<file path="config.mk">
export PLATFORM = sky130hd
export DESIGN_NAME = qla_top
export DESIGN_NICKNAME = d
export VERILOG_FILES = /design/src/qla_pkg.sv /design/src/host_port.sv /design/src/rt_block_writer.sv /design/src/axis_regs.sv /design/src/safety_check.sv /design/src/qla_top.sv
export VERILOG_INCLUDE_DIRS = /design/src
export SDC_FILE = /design/constraint.sdc
export NUM_CORES = 1
export LEC_CHECK = 0
export BUFFER_PORTS_ARGS = -buffer_cell sky130_fd_sc_hd__buf_2
export CAP_MARGIN = 30
export CORE_MARGIN = 2
export CORE_UTILIZATION = 41
export DETAILED_ROUTE_END_ITERATION = 16
export GPL_TIMING_DRIVEN = 0
export PLACE_DENSITY = 0.59
export SLEW_MARGIN = 20
export SYNTH_ARGS = -nofsm -noshare
export SYNTH_HDL_FRONTEND = slang
export SYNTH_SLANG_ARGS = --single-unit
</file>
<file path="constraint.sdc">
create_clock -name clk -period 14.93 [get_ports clk]
set_clock_uncertainty 0.15 [all_clocks]
set_input_delay 0.7465 -clock clk [delete_from_list [all_inputs] [get_ports clk]]
set_output_delay 0.7465 -clock clk [all_outputs]
set_load 0.01 [all_outputs]
</file>
<file path="src/qla_defines.svh">
/*
 * Board constants for the QLA register bus. Address layout is space in 15:12,
 * channel in 7:4 and offset in 3:0. Axis i lives on channel i+1.
 */

`ifndef QLA_DEFINES_SVH
`define QLA_DEFINES_SVH

// board size
`define QLA_NUM_AXES        4

// ---------------------------------------------------
// address fields
// ---------------------------------------------------
`define QLA_ADDR_MAIN       4'h0        // main register space, addr[15:12]
`define QLA_OFF_STATUS      4'h0        // channel 0 status word
`define QLA_OFF_ADC_DATA    4'h0        // per-axis feedback read
`define QLA_OFF_DAC_CTRL    4'h1        // per-axis command read/write

// ---------------------------------------------------
// current values and safety
// ---------------------------------------------------
`define QLA_DAC_MID         16'h8000    // offset-binary zero
`define QLA_SAFETY_MARGIN   16'h0100    // slack over 2x command
`define QLA_SAFETY_COUNT    4           // consecutive bad samples to trip

// real-time block size in quadlets
`define QLA_RT_WORDS        5

`endif

</file>
<file path="src/qla_pkg.sv">
/*
 * Shared types for the QLA register bus. Widths follow qla_defines.svh.
 */

`include "qla_defines.svh"

package qla_pkg;

    typedef logic [15:0] reg_addr_t;                    // board register address
    typedef logic [31:0] reg_data_t;                    // quadlet
    typedef logic [15:0] dac_word_t;                    // offset-binary current
    typedef logic [`QLA_NUM_AXES-1:0] axis_mask_t;      // one bit per axis
    typedef logic [2:0] rt_addr_t;                      // word index in rt block

    // internal write bus, one write per cycle
    typedef struct packed {
        logic      wen;
        reg_addr_t waddr;
        reg_data_t wdata;
    } wr_bus_t;

    // real-time block input
    typedef struct packed {
        logic      wen;
        rt_addr_t  waddr;
        reg_data_t wdata;
    } rt_wr_t;

    // host side of the four-phase port
    typedef struct packed {
        logic      req;
        logic      write;
        reg_addr_t addr;
        reg_data_t wdata;
    } host_req_t;

    typedef enum logic {rt_idle, rt_replay} rt_state_t;

endpackage

</file>
<file path="src/host_port.sv">
/*
 * Four-phase req/ack host port. Host must hold addr/data stable while req is
 * high and keep req low until ack drops. Reads take 2 cycles to ack.
 */

module host_port import qla_pkg::*; (
    input  logic      clk,
    input  logic      rst,
    input  host_req_t host,
    output logic      ack,
    output reg_data_t rdata,
    output wr_bus_t   host_wr,
    output logic      host_wr_pending,
    input  logic      host_wr_done,
    output reg_addr_t raddr,
    input  reg_data_t reg_rdata
);

    typedef enum logic [2:0] {
        hp_idle,        // waiting for req
        hp_rd_addr,     // raddr out, regs sampling
        hp_rd_data,     // reg_rdata valid
        hp_wr_wait,     // write pending on bus mux
        hp_ack          // ack high until req drops
    } hp_state_t;

    hp_state_t state;
    reg_addr_t addr_q;      // latched host address
    reg_data_t wdata_q;     // latched write data

    assign raddr           = addr_q;
    assign host_wr_pending = (state == hp_wr_wait);
    assign host_wr         = '{wen: host_wr_pending, waddr: addr_q, wdata: wdata_q};

    always_ff @(posedge clk) begin
        if (rst) begin
            state <= hp_idle;
            ack   <= 1'b0;
        end else begin
            case (state)
                hp_idle:    if (host.req) state <= host.write ? hp_wr_wait : hp_rd_addr;
                hp_rd_addr: state <= hp_rd_data;
                hp_rd_data: begin
                    ack   <= 1'b1;              // rdata captured on same edge
                    state <= hp_ack;
                end
                hp_wr_wait: if (host_wr_done) begin
                    ack   <= 1'b1;              // write went out last cycle
                    state <= hp_ack;
                end
                hp_ack:     if (!host.req) begin
                    ack   <= 1'b0;
                    state <= hp_idle;
                end
                default:    state <= hp_idle;
            endcase
        end
    end

    // payload capture
    always_ff @(posedge clk) begin
        if (state == hp_idle && host.req) begin
            addr_q  <= host.addr;
            wdata_q <= host.wdata;
        end
        if (state == hp_rd_data) rdata <= reg_rdata;   // held while ack high
    end

endmodule

</file>
<file path="src/rt_block_writer.sv">
/*
 * Real-time block capture and replay. Replay owns the write bus and host writes
 * stall until it ends. Only one extra replay is queued; later blocks merge into it.
 */

`include "qla_defines.svh"

module rt_block_writer import qla_pkg::*; (
    input  logic    clk,
    input  logic    rst,
    input  rt_wr_t  rt,
    input  wr_bus_t host_wr,
    input  logic    host_wr_pending,
    output logic    host_wr_done,
    output wr_bus_t bus
);

    localparam rt_addr_t LAST = rt_addr_t'(`QLA_RT_WORDS - 1);

    reg_data_t cap_buf  [`QLA_RT_WORDS];   // capture buffer
    reg_data_t cap_next [`QLA_RT_WORDS];   // buffer incl. this cycle's word
    reg_data_t snap     [`QLA_RT_WORDS];   // replay snapshot
    rt_state_t state;
    rt_addr_t  idx;         // replay beat
    logic      queued;      // one replay waiting
    logic      rt_last;     // word 4 arriving
    logic      last_beat;
    logic      start;
    rt_addr_t  word_sel;
    logic [3:0] chan;

    assign rt_last   = rt.wen && (rt.waddr == LAST);
    assign last_beat = (state == rt_replay) && (idx == LAST);
    // new block from idle, or back-to-back after current replay
    assign start     = (rt_last && state == rt_idle) || (last_beat && (queued || rt_last));

    always_comb begin
        for (int i = 0; i < `QLA_RT_WORDS; i++) cap_next[i] = cap_buf[i];
        if (rt.wen && rt.waddr <= LAST) cap_next[rt.waddr] = rt.wdata;
    end

    // ---------------------------------------------------
    // replay control
    // ---------------------------------------------------
    always_ff @(posedge clk) begin
        if (rst) begin
            state  <= rt_idle;
            idx    <= '0;
            queued <= 1'b0;
        end else begin
            if (start) begin
                state  <= rt_replay;
                idx    <= '0;
                queued <= 1'b0;
            end else if (last_beat) begin
                state  <= rt_idle;
            end else if (state == rt_replay) begin
                idx    <= idx + rt_addr_t'(1);
            end
            if (rt_last && state == rt_replay && !last_beat) queued <= 1'b1;
        end
    end

    always_ff @(posedge clk) begin
        cap_buf <= cap_next;
        if (start) snap <= cap_next;       // freeze block for replay
    end

    // beats 0..3 -> axis 1..4 commands, beat 4 -> control word to status
    assign word_sel = (idx == LAST) ? '0 : idx + rt_addr_t'(1);
    assign chan     = (idx == LAST) ? 4'h0 : {1'b0, idx} + 4'h1;

    // ---------------------------------------------------
    // write bus mux, replay wins
    // ---------------------------------------------------
    always_comb begin
        if (state == rt_replay) begin
            bus.wen      = 1'b1;
            bus.waddr    = {`QLA_ADDR_MAIN, 4'h0, chan,
                            (idx == LAST) ? `QLA_OFF_STATUS : `QLA_OFF_DAC_CTRL};
            bus.wdata    = snap[word_sel];
            host_wr_done = 1'b0;            // host stalls
        end else begin
            bus          = host_wr;
            host_wr_done = host_wr_pending; // granted this cycle
        end
    end

endmodule

</file>
<file path="src/axis_regs.sv">
/*
 * Board registers in the main space. Reads return one cycle after raddr.
 * Address bits 11:8 must be zero. A safety disable masks amp_enable at once
 * and drops the stored enable, so the host must re-enable the axis.
 */

`include "qla_defines.svh"

module axis_regs import qla_pkg::*; (
    input  logic       clk,
    input  logic       rst,
    input  logic [3:0] board_id,
    input  wr_bus_t    bus,
    input  reg_addr_t  raddr,
    output reg_data_t  rdata,
    input  dac_word_t  fb [`QLA_NUM_AXES],
    input  axis_mask_t amp_disable,
    output axis_mask_t clear_disable,
    output dac_word_t  dac_cmd [`QLA_NUM_AXES],
    output axis_mask_t amp_enable
);

    axis_mask_t enable_q;       // stored enables
    logic       wr_main;
    logic       wr_status;
    logic       rd_main;
    logic [3:0] wr_chan;
    logic [3:0] wr_off;
    logic [3:0] rd_chan;
    logic [3:0] rd_off;
    reg_data_t  rd_next;

    assign wr_chan   = bus.waddr[7:4];
    assign wr_off    = bus.waddr[3:0];
    assign wr_main   = bus.wen && bus.waddr[15:12] == `QLA_ADDR_MAIN && bus.waddr[11:8] == 4'h0;
    assign wr_status = wr_main && wr_chan == 4'h0 && wr_off == `QLA_OFF_STATUS;

    assign rd_chan   = raddr[7:4];
    assign rd_off    = raddr[3:0];
    assign rd_main   = raddr[15:12] == `QLA_ADDR_MAIN && raddr[11:8] == 4'h0;

    assign amp_enable = enable_q & ~amp_disable;   // disable wins immediately

    // enabling an axis clears its safety latch on the same edge
    always_comb begin
        for (int i = 0; i < `QLA_NUM_AXES; i++) begin
            clear_disable[i] = wr_status && bus.wdata[8 + i] && bus.wdata[i];
        end
    end

    // ---------------------------------------------------
    // write decode
    // ---------------------------------------------------
    always_ff @(posedge clk) begin
        if (rst) begin
            enable_q <= '0;
            for (int i = 0; i < `QLA_NUM_AXES; i++) dac_cmd[i] <= `QLA_DAC_MID;
        end else begin
            for (int i = 0; i < `QLA_NUM_AXES; i++) begin
                if (amp_disable[i]) enable_q[i] <= 1'b0;
                if (wr_main && wr_chan == 4'(i + 1) && wr_off == `QLA_OFF_DAC_CTRL)
                    dac_cmd[i] <= bus.wdata[15:0];      // low half only
                if (wr_status && bus.wdata[8 + i])      // bit 8+i selects axis
                    enable_q[i] <= bus.wdata[i];
            end
        end
    end

    // ---------------------------------------------------
    // read mux
    // ---------------------------------------------------
    always_comb begin
        rd_next = '0;
        if (rd_main && rd_chan == 4'h0 && rd_off == `QLA_OFF_STATUS)
            rd_next = {board_id, 16'h0, amp_disable, 4'h0, amp_enable};
        for (int i = 0; i < `QLA_NUM_AXES; i++) begin
            if (rd_main && rd_chan == 4'(i + 1)) begin
                if (rd_off == `QLA_OFF_ADC_DATA)
                    rd_next = {16'h0, fb[i]};
                else if (rd_off == `QLA_OFF_DAC_CTRL)
                    rd_next = {16'h0, dac_cmd[i]};
            end
        end
    end

    always_ff @(posedge clk) rdata <= rd_next;     // one cycle read latency

endmodule

</file>
<file path="src/safety_check.sv">
/*
 * Per-axis overcurrent check. Trips after QLA_SAFETY_COUNT consecutive bad
 * samples. A sample arriving with clear_disable is ignored.
 */

`include "qla_defines.svh"

module safety_check import qla_pkg::*; (
    input  logic      clk,
    input  logic      rst,
    input  dac_word_t cur_fb,
    input  logic      fb_valid,
    input  dac_word_t cur_cmd,
    input  logic      clear_disable,
    output logic      amp_disable
);

    localparam int CNT_W = $clog2(`QLA_SAFETY_COUNT + 1);

    dac_word_t        fb_mag;       // |fb - mid|
    dac_word_t        cmd_mag;      // |cmd - mid|
    logic [17:0]      limit;        // 2*cmd + margin, no overflow
    logic             violate;
    logic [CNT_W-1:0] viol_cnt;

    assign fb_mag  = (cur_fb  >= `QLA_DAC_MID) ? cur_fb  - `QLA_DAC_MID : `QLA_DAC_MID - cur_fb;
    assign cmd_mag = (cur_cmd >= `QLA_DAC_MID) ? cur_cmd - `QLA_DAC_MID : `QLA_DAC_MID - cur_cmd;
    assign limit   = {1'b0, cmd_mag, 1'b0} + {2'b0, `QLA_SAFETY_MARGIN};
    assign violate = {2'b0, fb_mag} > limit;

    always_ff @(posedge clk) begin
        if (rst) begin
            viol_cnt    <= '0;
            amp_disable <= 1'b0;
        end else if (clear_disable) begin
            viol_cnt    <= '0;
            amp_disable <= 1'b0;
        end else if (fb_valid) begin
            if (!violate) begin
                viol_cnt    <= '0;                  // run broken
            end else if (viol_cnt == CNT_W'(`QLA_SAFETY_COUNT - 1)) begin
                viol_cnt    <= '0;
                amp_disable <= 1'b1;                // latch until cleared
            end else begin
                viol_cnt    <= viol_cnt + 1'b1;
            end
        end
    end

endmodule

</file>
<file path="src/qla_top.sv">
/*
 * QLA register bus top. Single clock domain; feedback arrives already
 * digitized with a one-cycle fb_valid strobe per sample set.
 */

`include "qla_defines.svh"

module qla_top import qla_pkg::*; (
    input  logic       clk,
    input  logic       rst,
    input  logic [3:0] board_id,
    input  host_req_t  host,
    output logic       ack,
    output reg_data_t  rdata,
    input  rt_wr_t     rt,
    input  dac_word_t  cur_fb [`QLA_NUM_AXES],
    input  logic       fb_valid,
    output dac_word_t  dac_cmd [`QLA_NUM_AXES],
    output axis_mask_t amp_enable
);

    wr_bus_t    host_wr;            // host write, before the mux
    logic       host_wr_pending;
    logic       host_wr_done;
    wr_bus_t    bus;                // muxed write bus
    reg_addr_t  raddr;
    reg_data_t  reg_rdata;
    axis_mask_t amp_disable;        // from safety checks
    axis_mask_t clear_disable;

    // ---------------------------------------------------
    // bus masters
    // ---------------------------------------------------
    host_port host_port_i (
        .clk, .rst, .host, .ack, .rdata,
        .host_wr, .host_wr_pending, .host_wr_done,
        .raddr, .reg_rdata
    );

    rt_block_writer rt_block_writer_i (
        .clk, .rst, .rt, .host_wr, .host_wr_pending, .host_wr_done, .bus
    );

    // ---------------------------------------------------
    // registers and per-axis safety
    // ---------------------------------------------------
    axis_regs axis_regs_i (
        .clk, .rst, .board_id, .bus, .raddr, .rdata(reg_rdata),
        .fb(cur_fb), .amp_disable, .clear_disable, .dac_cmd, .amp_enable
    );

    for (genvar i = 0; i < `QLA_NUM_AXES; i++) begin : g_safety
        safety_check safety_check_i (
            .clk, .rst,
            .cur_fb(cur_fb[i]), .fb_valid, .cur_cmd(dac_cmd[i]),
            .clear_disable(clear_disable[i]), .amp_disable(amp_disable[i])
        );
    end

endmodule

</file>
Word-level counts from Yosys, hierarchy flattened
Index checks and enable logic that the tools add are counted.
{"block": "word_totals", "reg_bits": 525, "in_bits": 157, "out_inout_bits": 101, "word_cells": 234}
{"block": "classes", "n_addsub": 26, "n_lt_le_gt_ge": 16, "eq_ne": 23, "mux": 61, "bitwise": 6, "reduce_logical": 67}
{"operator": "32-bit 2-to-1 mux", "n": 16}
{"operator": "160-bit bitwise mux", "n": 1}
{"operator": "160-bit 2-to-1 mux", "n": 1}
{"operator": "16-bit greater-or-equal comparator, second input constant", "n": 8}
{"operator": "16-bit 2-to-1 mux", "n": 8}
{"operator": "16-bit subtractor, first input constant", "n": 8}
{"operator": "16-bit subtractor, second input constant", "n": 8}
{"operator": "32-bit binary-select mux with 3-bit select", "n": 1}
{"operator": "32-bit demux with 3-bit select", "n": 1}
{"operator": "17-bit by 9-bit adder with 18-bit output, second input constant", "n": 4}
{"operator": "16-bit by 18-bit greater-than comparator with 1-bit output", "n": 4}
{"operator": "49-bit 2-to-1 mux", "n": 1}
{"operator": "1-bit logical AND", "n": 36}
{"operator": "3-bit 2-to-1 mux", "n": 12}
{"operator": "4-bit zero test", "n": 8}
{"operator": "3-bit by 2-bit equality test with 1-bit output, second input constant", "n": 6}
{"operator": "3-bit AND reduction", "n": 6}
{"operator": "4-bit by 1-bit equality test with 1-bit output, second input constant", "n": 4}
{"operator": "4-bit by 2-bit equality test with 1-bit output, second input constant", "n": 4}
{"operator": "1-bit 2-to-1 mux", "n": 16}
{"operator": "3-bit by 1-bit adder with 3-bit output, second input constant", "n": 5}
{"operator": "3-bit one-hot mux with 5 select lines", "n": 1}
{"operator": "2-bit nonzero test", "n": 6}
{"operator": "2-bit OR reduction", "n": 5}
{"operator": "20 further kinds", "n": 29}

Logic depth before layout (Yosys ltp)
{"block": "depth", "word_depth": 17, "mapped_depth": 22, "ltp_nobuf": 21}

Modules after synthesis
A second synthesis with hierarchy kept.
{"block": "hier_totals", "hier_cells": 2166, "area_unflattened_um2": 24742.5}
{"module": "rt_block_writer", "instances": 1, "cells_each": 823, "area_per_inst_um2": 12258.0, "seq_area_each_um2": 8107.8}
{"module": "axis_regs", "instances": 1, "cells_each": 482, "area_per_inst_um2": 4419.2, "seq_area_each_um2": 1761.7}
{"module": "safety_check (g_safety[0].safety_check_i ...)", "instances": 3, "cells_each": 185, "area_per_inst_um2": 1331.3, "seq_area_each_um2": 80.1}
{"module": "host_port", "instances": 1, "cells_each": 118, "area_per_inst_um2": 2725.1, "seq_area_each_um2": 2482.4}
{"module": "safety_check (g_safety[3].safety_check_i)", "instances": 1, "cells_each": 188, "area_per_inst_um2": 1346.3, "seq_area_each_um2": 80.1}

Least setup slack after synthesis
Ideal clock, no wire load.
{"block": "synth_timing", "path_type": "input -> register", "startpoint": "in rt[33] (netlist bit)", "endpoint": "reg rt_block_writer_i.idx[0]", "setup_ns": 0.120, "t_arrival_ns": 6.110, "required_ns": 14.660, "path_slack_ns": 8.550, "stages": 5, "n_path_buf": 0, "path_cell_list": "nor3_1 > a21oi_1 > a21oi_1 > or2_2 > nor2_1"}
{"block": "synth_via", "elab_chain_len": 6, "word_cells_on_any_way": 7, "classes_between": "eq/ne (1); reduce/logical (6)"}
{"item": "start: declaration", "line_no": "qla_top.sv:15", "text": "input rt_wr_t rt,"}
{"item": "3-bit equality test (*)", "line_no": "rt_block_writer.sv:32", "text": "assign rt_last = rt.wen && (rt.waddr == LAST);"}
{"item": "1-bit logical AND (*)", "line_no": "rt_block_writer.sv:32"}
{"item": "1-bit logical OR", "line_no": "rt_block_writer.sv:35", "text": "assign start = (rt_last && state == rt_idle) || (last_beat && (queued || rt_last));"}
{"item": "1-bit logical AND", "line_no": "rt_block_writer.sv:35"}
{"item": "1-bit logical OR (*)", "line_no": "rt_block_writer.sv:35"}
{"item": "named net rt_block_writer_i.start", "line_no": "rt_block_writer.sv:28", "text": "logic start;"}
{"item": "2-bit OR reduction (no line) (*)"}
{"item": "end signal: assignment", "line_no": "rt_block_writer.sv:58", "text": "idx <= idx + rt_addr_t'(1);"}
{"item": "end: declaration", "line_no": "rt_block_writer.sv:24", "text": "rt_addr_t idx;"}
Mark *: on every way through the listed nets, which the timed path passes. The rest lies on a longest branch.
A chain may end at the register's enable or synchronous reset.

Final worst setup path
{"block": "layout_timing", "startpoint": "reg axis_regs_i.dac_cmd[1] (netlist bit)", "endpoint": "reg g_safety[3].safety_check_i.viol_cnt[0]"}
{"block": "layout_via", "elab_chain_len": 5, "word_cells_on_any_way": 7, "classes_between": "add/sub (3); order compare (2); mux (2)"}
{"item": "start: declaration", "line_no": "axis_regs.sv:19", "text": "output dac_word_t dac_cmd [`QLA_NUM_AXES],"}
{"item": "start signal: indexed assignment", "line_no": "axis_regs.sv:62", "text": "dac_cmd[i] <= bus.wdata[15:0];"}
{"item": "16-bit subtractor (no line) / 16-bit greater-or-equal comparator (equally long branches)"}
{"item": "16-bit 2-to-1 mux (*)", "line_no": "safety_check.sv:27", "text": "assign cmd_mag = (cur_cmd >= `QLA_DAC_MID) ? cur_cmd - `QLA_DAC_MID : `QLA_DAC_MID - cur_cmd;"}
{"item": "17-bit by 9-bit adder with 18-bit output (*)", "line_no": "safety_check.sv:28", "text": "assign limit = {1'b0, cmd_mag, 1'b0} + {2'b0, `QLA_SAFETY_MARGIN};"}
{"item": "16-bit by 18-bit greater-than comparator with 1-bit output (*)", "line_no": "safety_check.sv:29", "text": "assign violate = {2'b0, fb_mag} > limit;"}
{"item": "3-bit 2-to-1 mux (*)", "line_no": "safety_check.sv:39", "text": "if (!violate) begin"}
{"item": "end signal: assignment", "line_no": "safety_check.sv:45", "text": "viol_cnt <= viol_cnt + 1'b1;"}
{"item": "end: declaration", "line_no": "safety_check.sv:24", "text": "logic [CNT_W-1:0] viol_cnt;"}
Mark *: on every way between the ends. The rest lies on a longest branch, timed or not.

==> flow_summary.yaml <==
worst_setup_path:
  worstSetupStartpointType: "register"
  path_cells: "inv_1 -> ha_1 -> nor3b_1 -> nand2_1 -> nor2_1 -> nor2_1 -> xor2_1 -> ha_1 -> nand2_1 -> mux2_2 -> nor4_2 -> xnor2_1 -> ha_1 -> nand2_1 -> nor4_1 -> nand4_1 -> nand4_1 -> nor2_1 -> and4bb_2 -> o21a_1"
  cp_slowest_cell: "nor3b_1"
  path_max_fanout: 7
  crit_path_max_incr_delay_ps: 650
  worst-path-buf-inv: 1
  worstSetupPathType: "register to register"
  critPathArrivalTime_ps: 5040
  critPathCaptureType: "register"
  cp_top_family: "simple AND/OR/NAND/NOR gates"
  required_ps: 15200
synth:
  yosysUniqueCellTypes: 88
  synth_seq_cells: 325
  yosysTopAreaCell: "edfxtp_1"
  synth_area_leaders: "edfxtp_1, dfxtp_1, ha_1"
  synth_area_um2: 17500
  synth_common_cells: "nor2_1, dfxtp_1, edfxtp_1, mux2i_1, a21oi_1"
  async_reset_ff_share_pct: 0
  synth_ff_type: "dfxtp_1"
  synth_edf_count: 132
  syn_area_per_cell_um2: 10.3
  synth_top_area_share_pct: 22.6
  ys_seq_area_share_pct: 44.6
  syn_inst: 1699
  yosysMostFrequentCell: "nor2_1"
  yosysWarnings: 0
placed_design:
  place.gp.congestion: 0.975
  portBuffers: 207
  hpwl_mm: 42.4
timing:
  hold_violations: 0
  setup_viol: 0
  max_freq_mhz: 210
  relSlewSlack_pct: 27.4
  finalCriticalPeriod_ps: 4760
  tns_ps: 0
  fin_crit_sh_pct: 31.9
  tightest_slew_ps: 1090
  rsz0062_at_grt: "no"
  whs_ps: 230
  final_max_slew_viol_count: 0
detailed_routing:
  wire_per_inst_um: 21.8
  dr.pass1.iters: 5
  ant_nets: 0
  viasPerCell: 5.67
  drt_iter0_markers: 1152
  drc: 0
  num_vias: 14400
  drt_wl_total_mm: 55.3
power:
  pwr_density_cell_nw_per_um2: 105
  leakage_uw: 0.00800
  vdd_drop_max_uv: 107
floorplan:
  die-area_um2: 44500
  die_h_um: 211
  ios: 258
  rows: 75
  start_util_pct: 41.6
  core-area_um2: 42100
  dieWidth_um: 211
final_layout:
  nFillCells: 3880
  drive_above_1_share_pct: 22.7
  area_growth_pct: 18.2
  nets: 2203
grt:
  grt.busiest_layer: "met2"
  grt_overflow: 0
  met1_usage_pct: 32.9
  antenna_found_initial: 2
  grt_pass1_wl_mm: 83.0
  grtUsageMet2_pct: 40.6
  grt_pass1_vias: 13700
  met3_usage_pct: 3.15
  grt_usage_pct: 24.5
  grt_start_max_net_pins: 19
min_path:
  hp-class: "primary input to register"
clock_tree:
  clock_path_buffers: 3
  clkSinkCount: 325
  numCtsBuffers: 34
  cts_tree: "built"
  ctsResizeCount: 0
  clk_pin_slew_ps: 60
  cts_hold_buf: 0
  htreeDepth: 2
  insertion_delay_ps: 530
  root_buffer: "clkbuf_16"
  postCtsSetupBuffers: 0
run_status:
  status: "complete, no violations"
job:
  drv_cap: 0
## layout make-up
class	count	area (um2)	share of cell area [%]
timing repair buffer	222	1250	6.03
clock inverter	12	118	0.567
multi-input combinational	1232	9130	44.0
tap	539	674	3.25
buffer	105	504	2.43
antenna	1	2.50	0.0121
inverter	48	180	0.869
clock buffer	49	1050	5.06
sequential	325	7830	37.8
## sequential cells by signal (all words and copies together) (netlist names), 3 cells and up
| name | flops |
|---|---|
| axis_regs_i.enable_q | 4 |
| host_port_i.rdata | 20 |
| g_safety.safety_check_i.amp_disable | 4 |
| rt_block_writer_i.idx | 3 |
| host_port_i.wdata_q | 16 |
| rt_block_writer_i.cap_buf | 80 |
| axis_regs_i.dac_cmd | 64 |
| host_port_i.state | 3 |
| host_port_i.raddr | 16 |
| rt_block_writer_i.snap | 80 |
| axis_regs_i.rdata | 20 |
| g_safety.safety_check_i.viol_cnt | 12 |
## cell usage in the layout, fill, tap and decap left out, types with 16 or more instances in the layout
master / count
buf_2: 221
nor2_1: 201
dfxtp_1: 193
edfxtp_1: 132
mux2i_1: 93
a21oi_1: 84
mux2_2: 83
ha_1: 78
xor2_1: 70
clkbuf_1: 63
xnor2_1: 60
nand2_1: 58
a211oi_1: 56
inv_1: 47
nor3_1: 39
clkbuf_16: 36
a31oi_1: 35
nor2b_1: 27
buf_4: 24
nand3_1: 20
nor4_1: 19
o21ai_0: 18
o221ai_1: 16
a221oi_1: 16
## metal layers
layer  routed length (um)  vias up  share of wire [%]
met5                   16        -              0.029
met1                24200     6918                 44
met4                 1880        2                3.4
li1                     -     6807                  -
met2                26000      551                 47
met3                 3210       96                5.8
## kinds of logic (layout without fill, tap and decap cells)
family | Yosys count | count (layout) | synth area share (%)
AND/OR/NAND/NOR | 497 | 497 | 15.1
AO/OA/AOI/OAI | 338 | 338 | 13.5
flip-flops | 325 | 325 | 44.6
multiplexers | 176 | 176 | 10.6
buffers and inverters | 153 | 436 | 3.90
XOR/XNOR | 131 | 131 | 6.58
adder cells (fa/ha/maj) | 78 | 78 | 5.56
other | 1 | 13 | 0.0214
## report_power, final
part	internal (uW)	total, uW	switching (uW)
clock	511	868	357
sequential	1010	1030	21.0
combinational	119	283	164
## metrics by stage
step                setup slack, ps  util (%)  instance area, um2  power [uW]  instances
finish                        10170      49.2               20700        2180       2533
global route                   9740      49.2               20700        2260       2532
CTS                           10200      49.1               20700        2190       2529
detailed placement            10210      46.4               19500        1330       2468
global placement               5040      45.8               19300        1310       2456
floorplan                      8550         -               17600        1220       1710
## path summary, 6_finish.rpt
path              slack [ps]  cells after the start                                endpoint              startpoint
hold / removal           230                      1                 host_port_i.wdata_q[13]                host[13]
setup / recovery       10170                     20  g_safety[3].safety_check_i.viol_cnt[0]  axis_regs_i.dac_cmd[1]
setup reg to reg       10170                     20  g_safety[3].safety_check_i.viol_cnt[0]  axis_regs_i.dac_cmd[1]
hold reg to reg          250                      0                   host_port_i.rdata[12]   axis_regs_i.rdata[12]
Power figures use the tool's default switching activity.
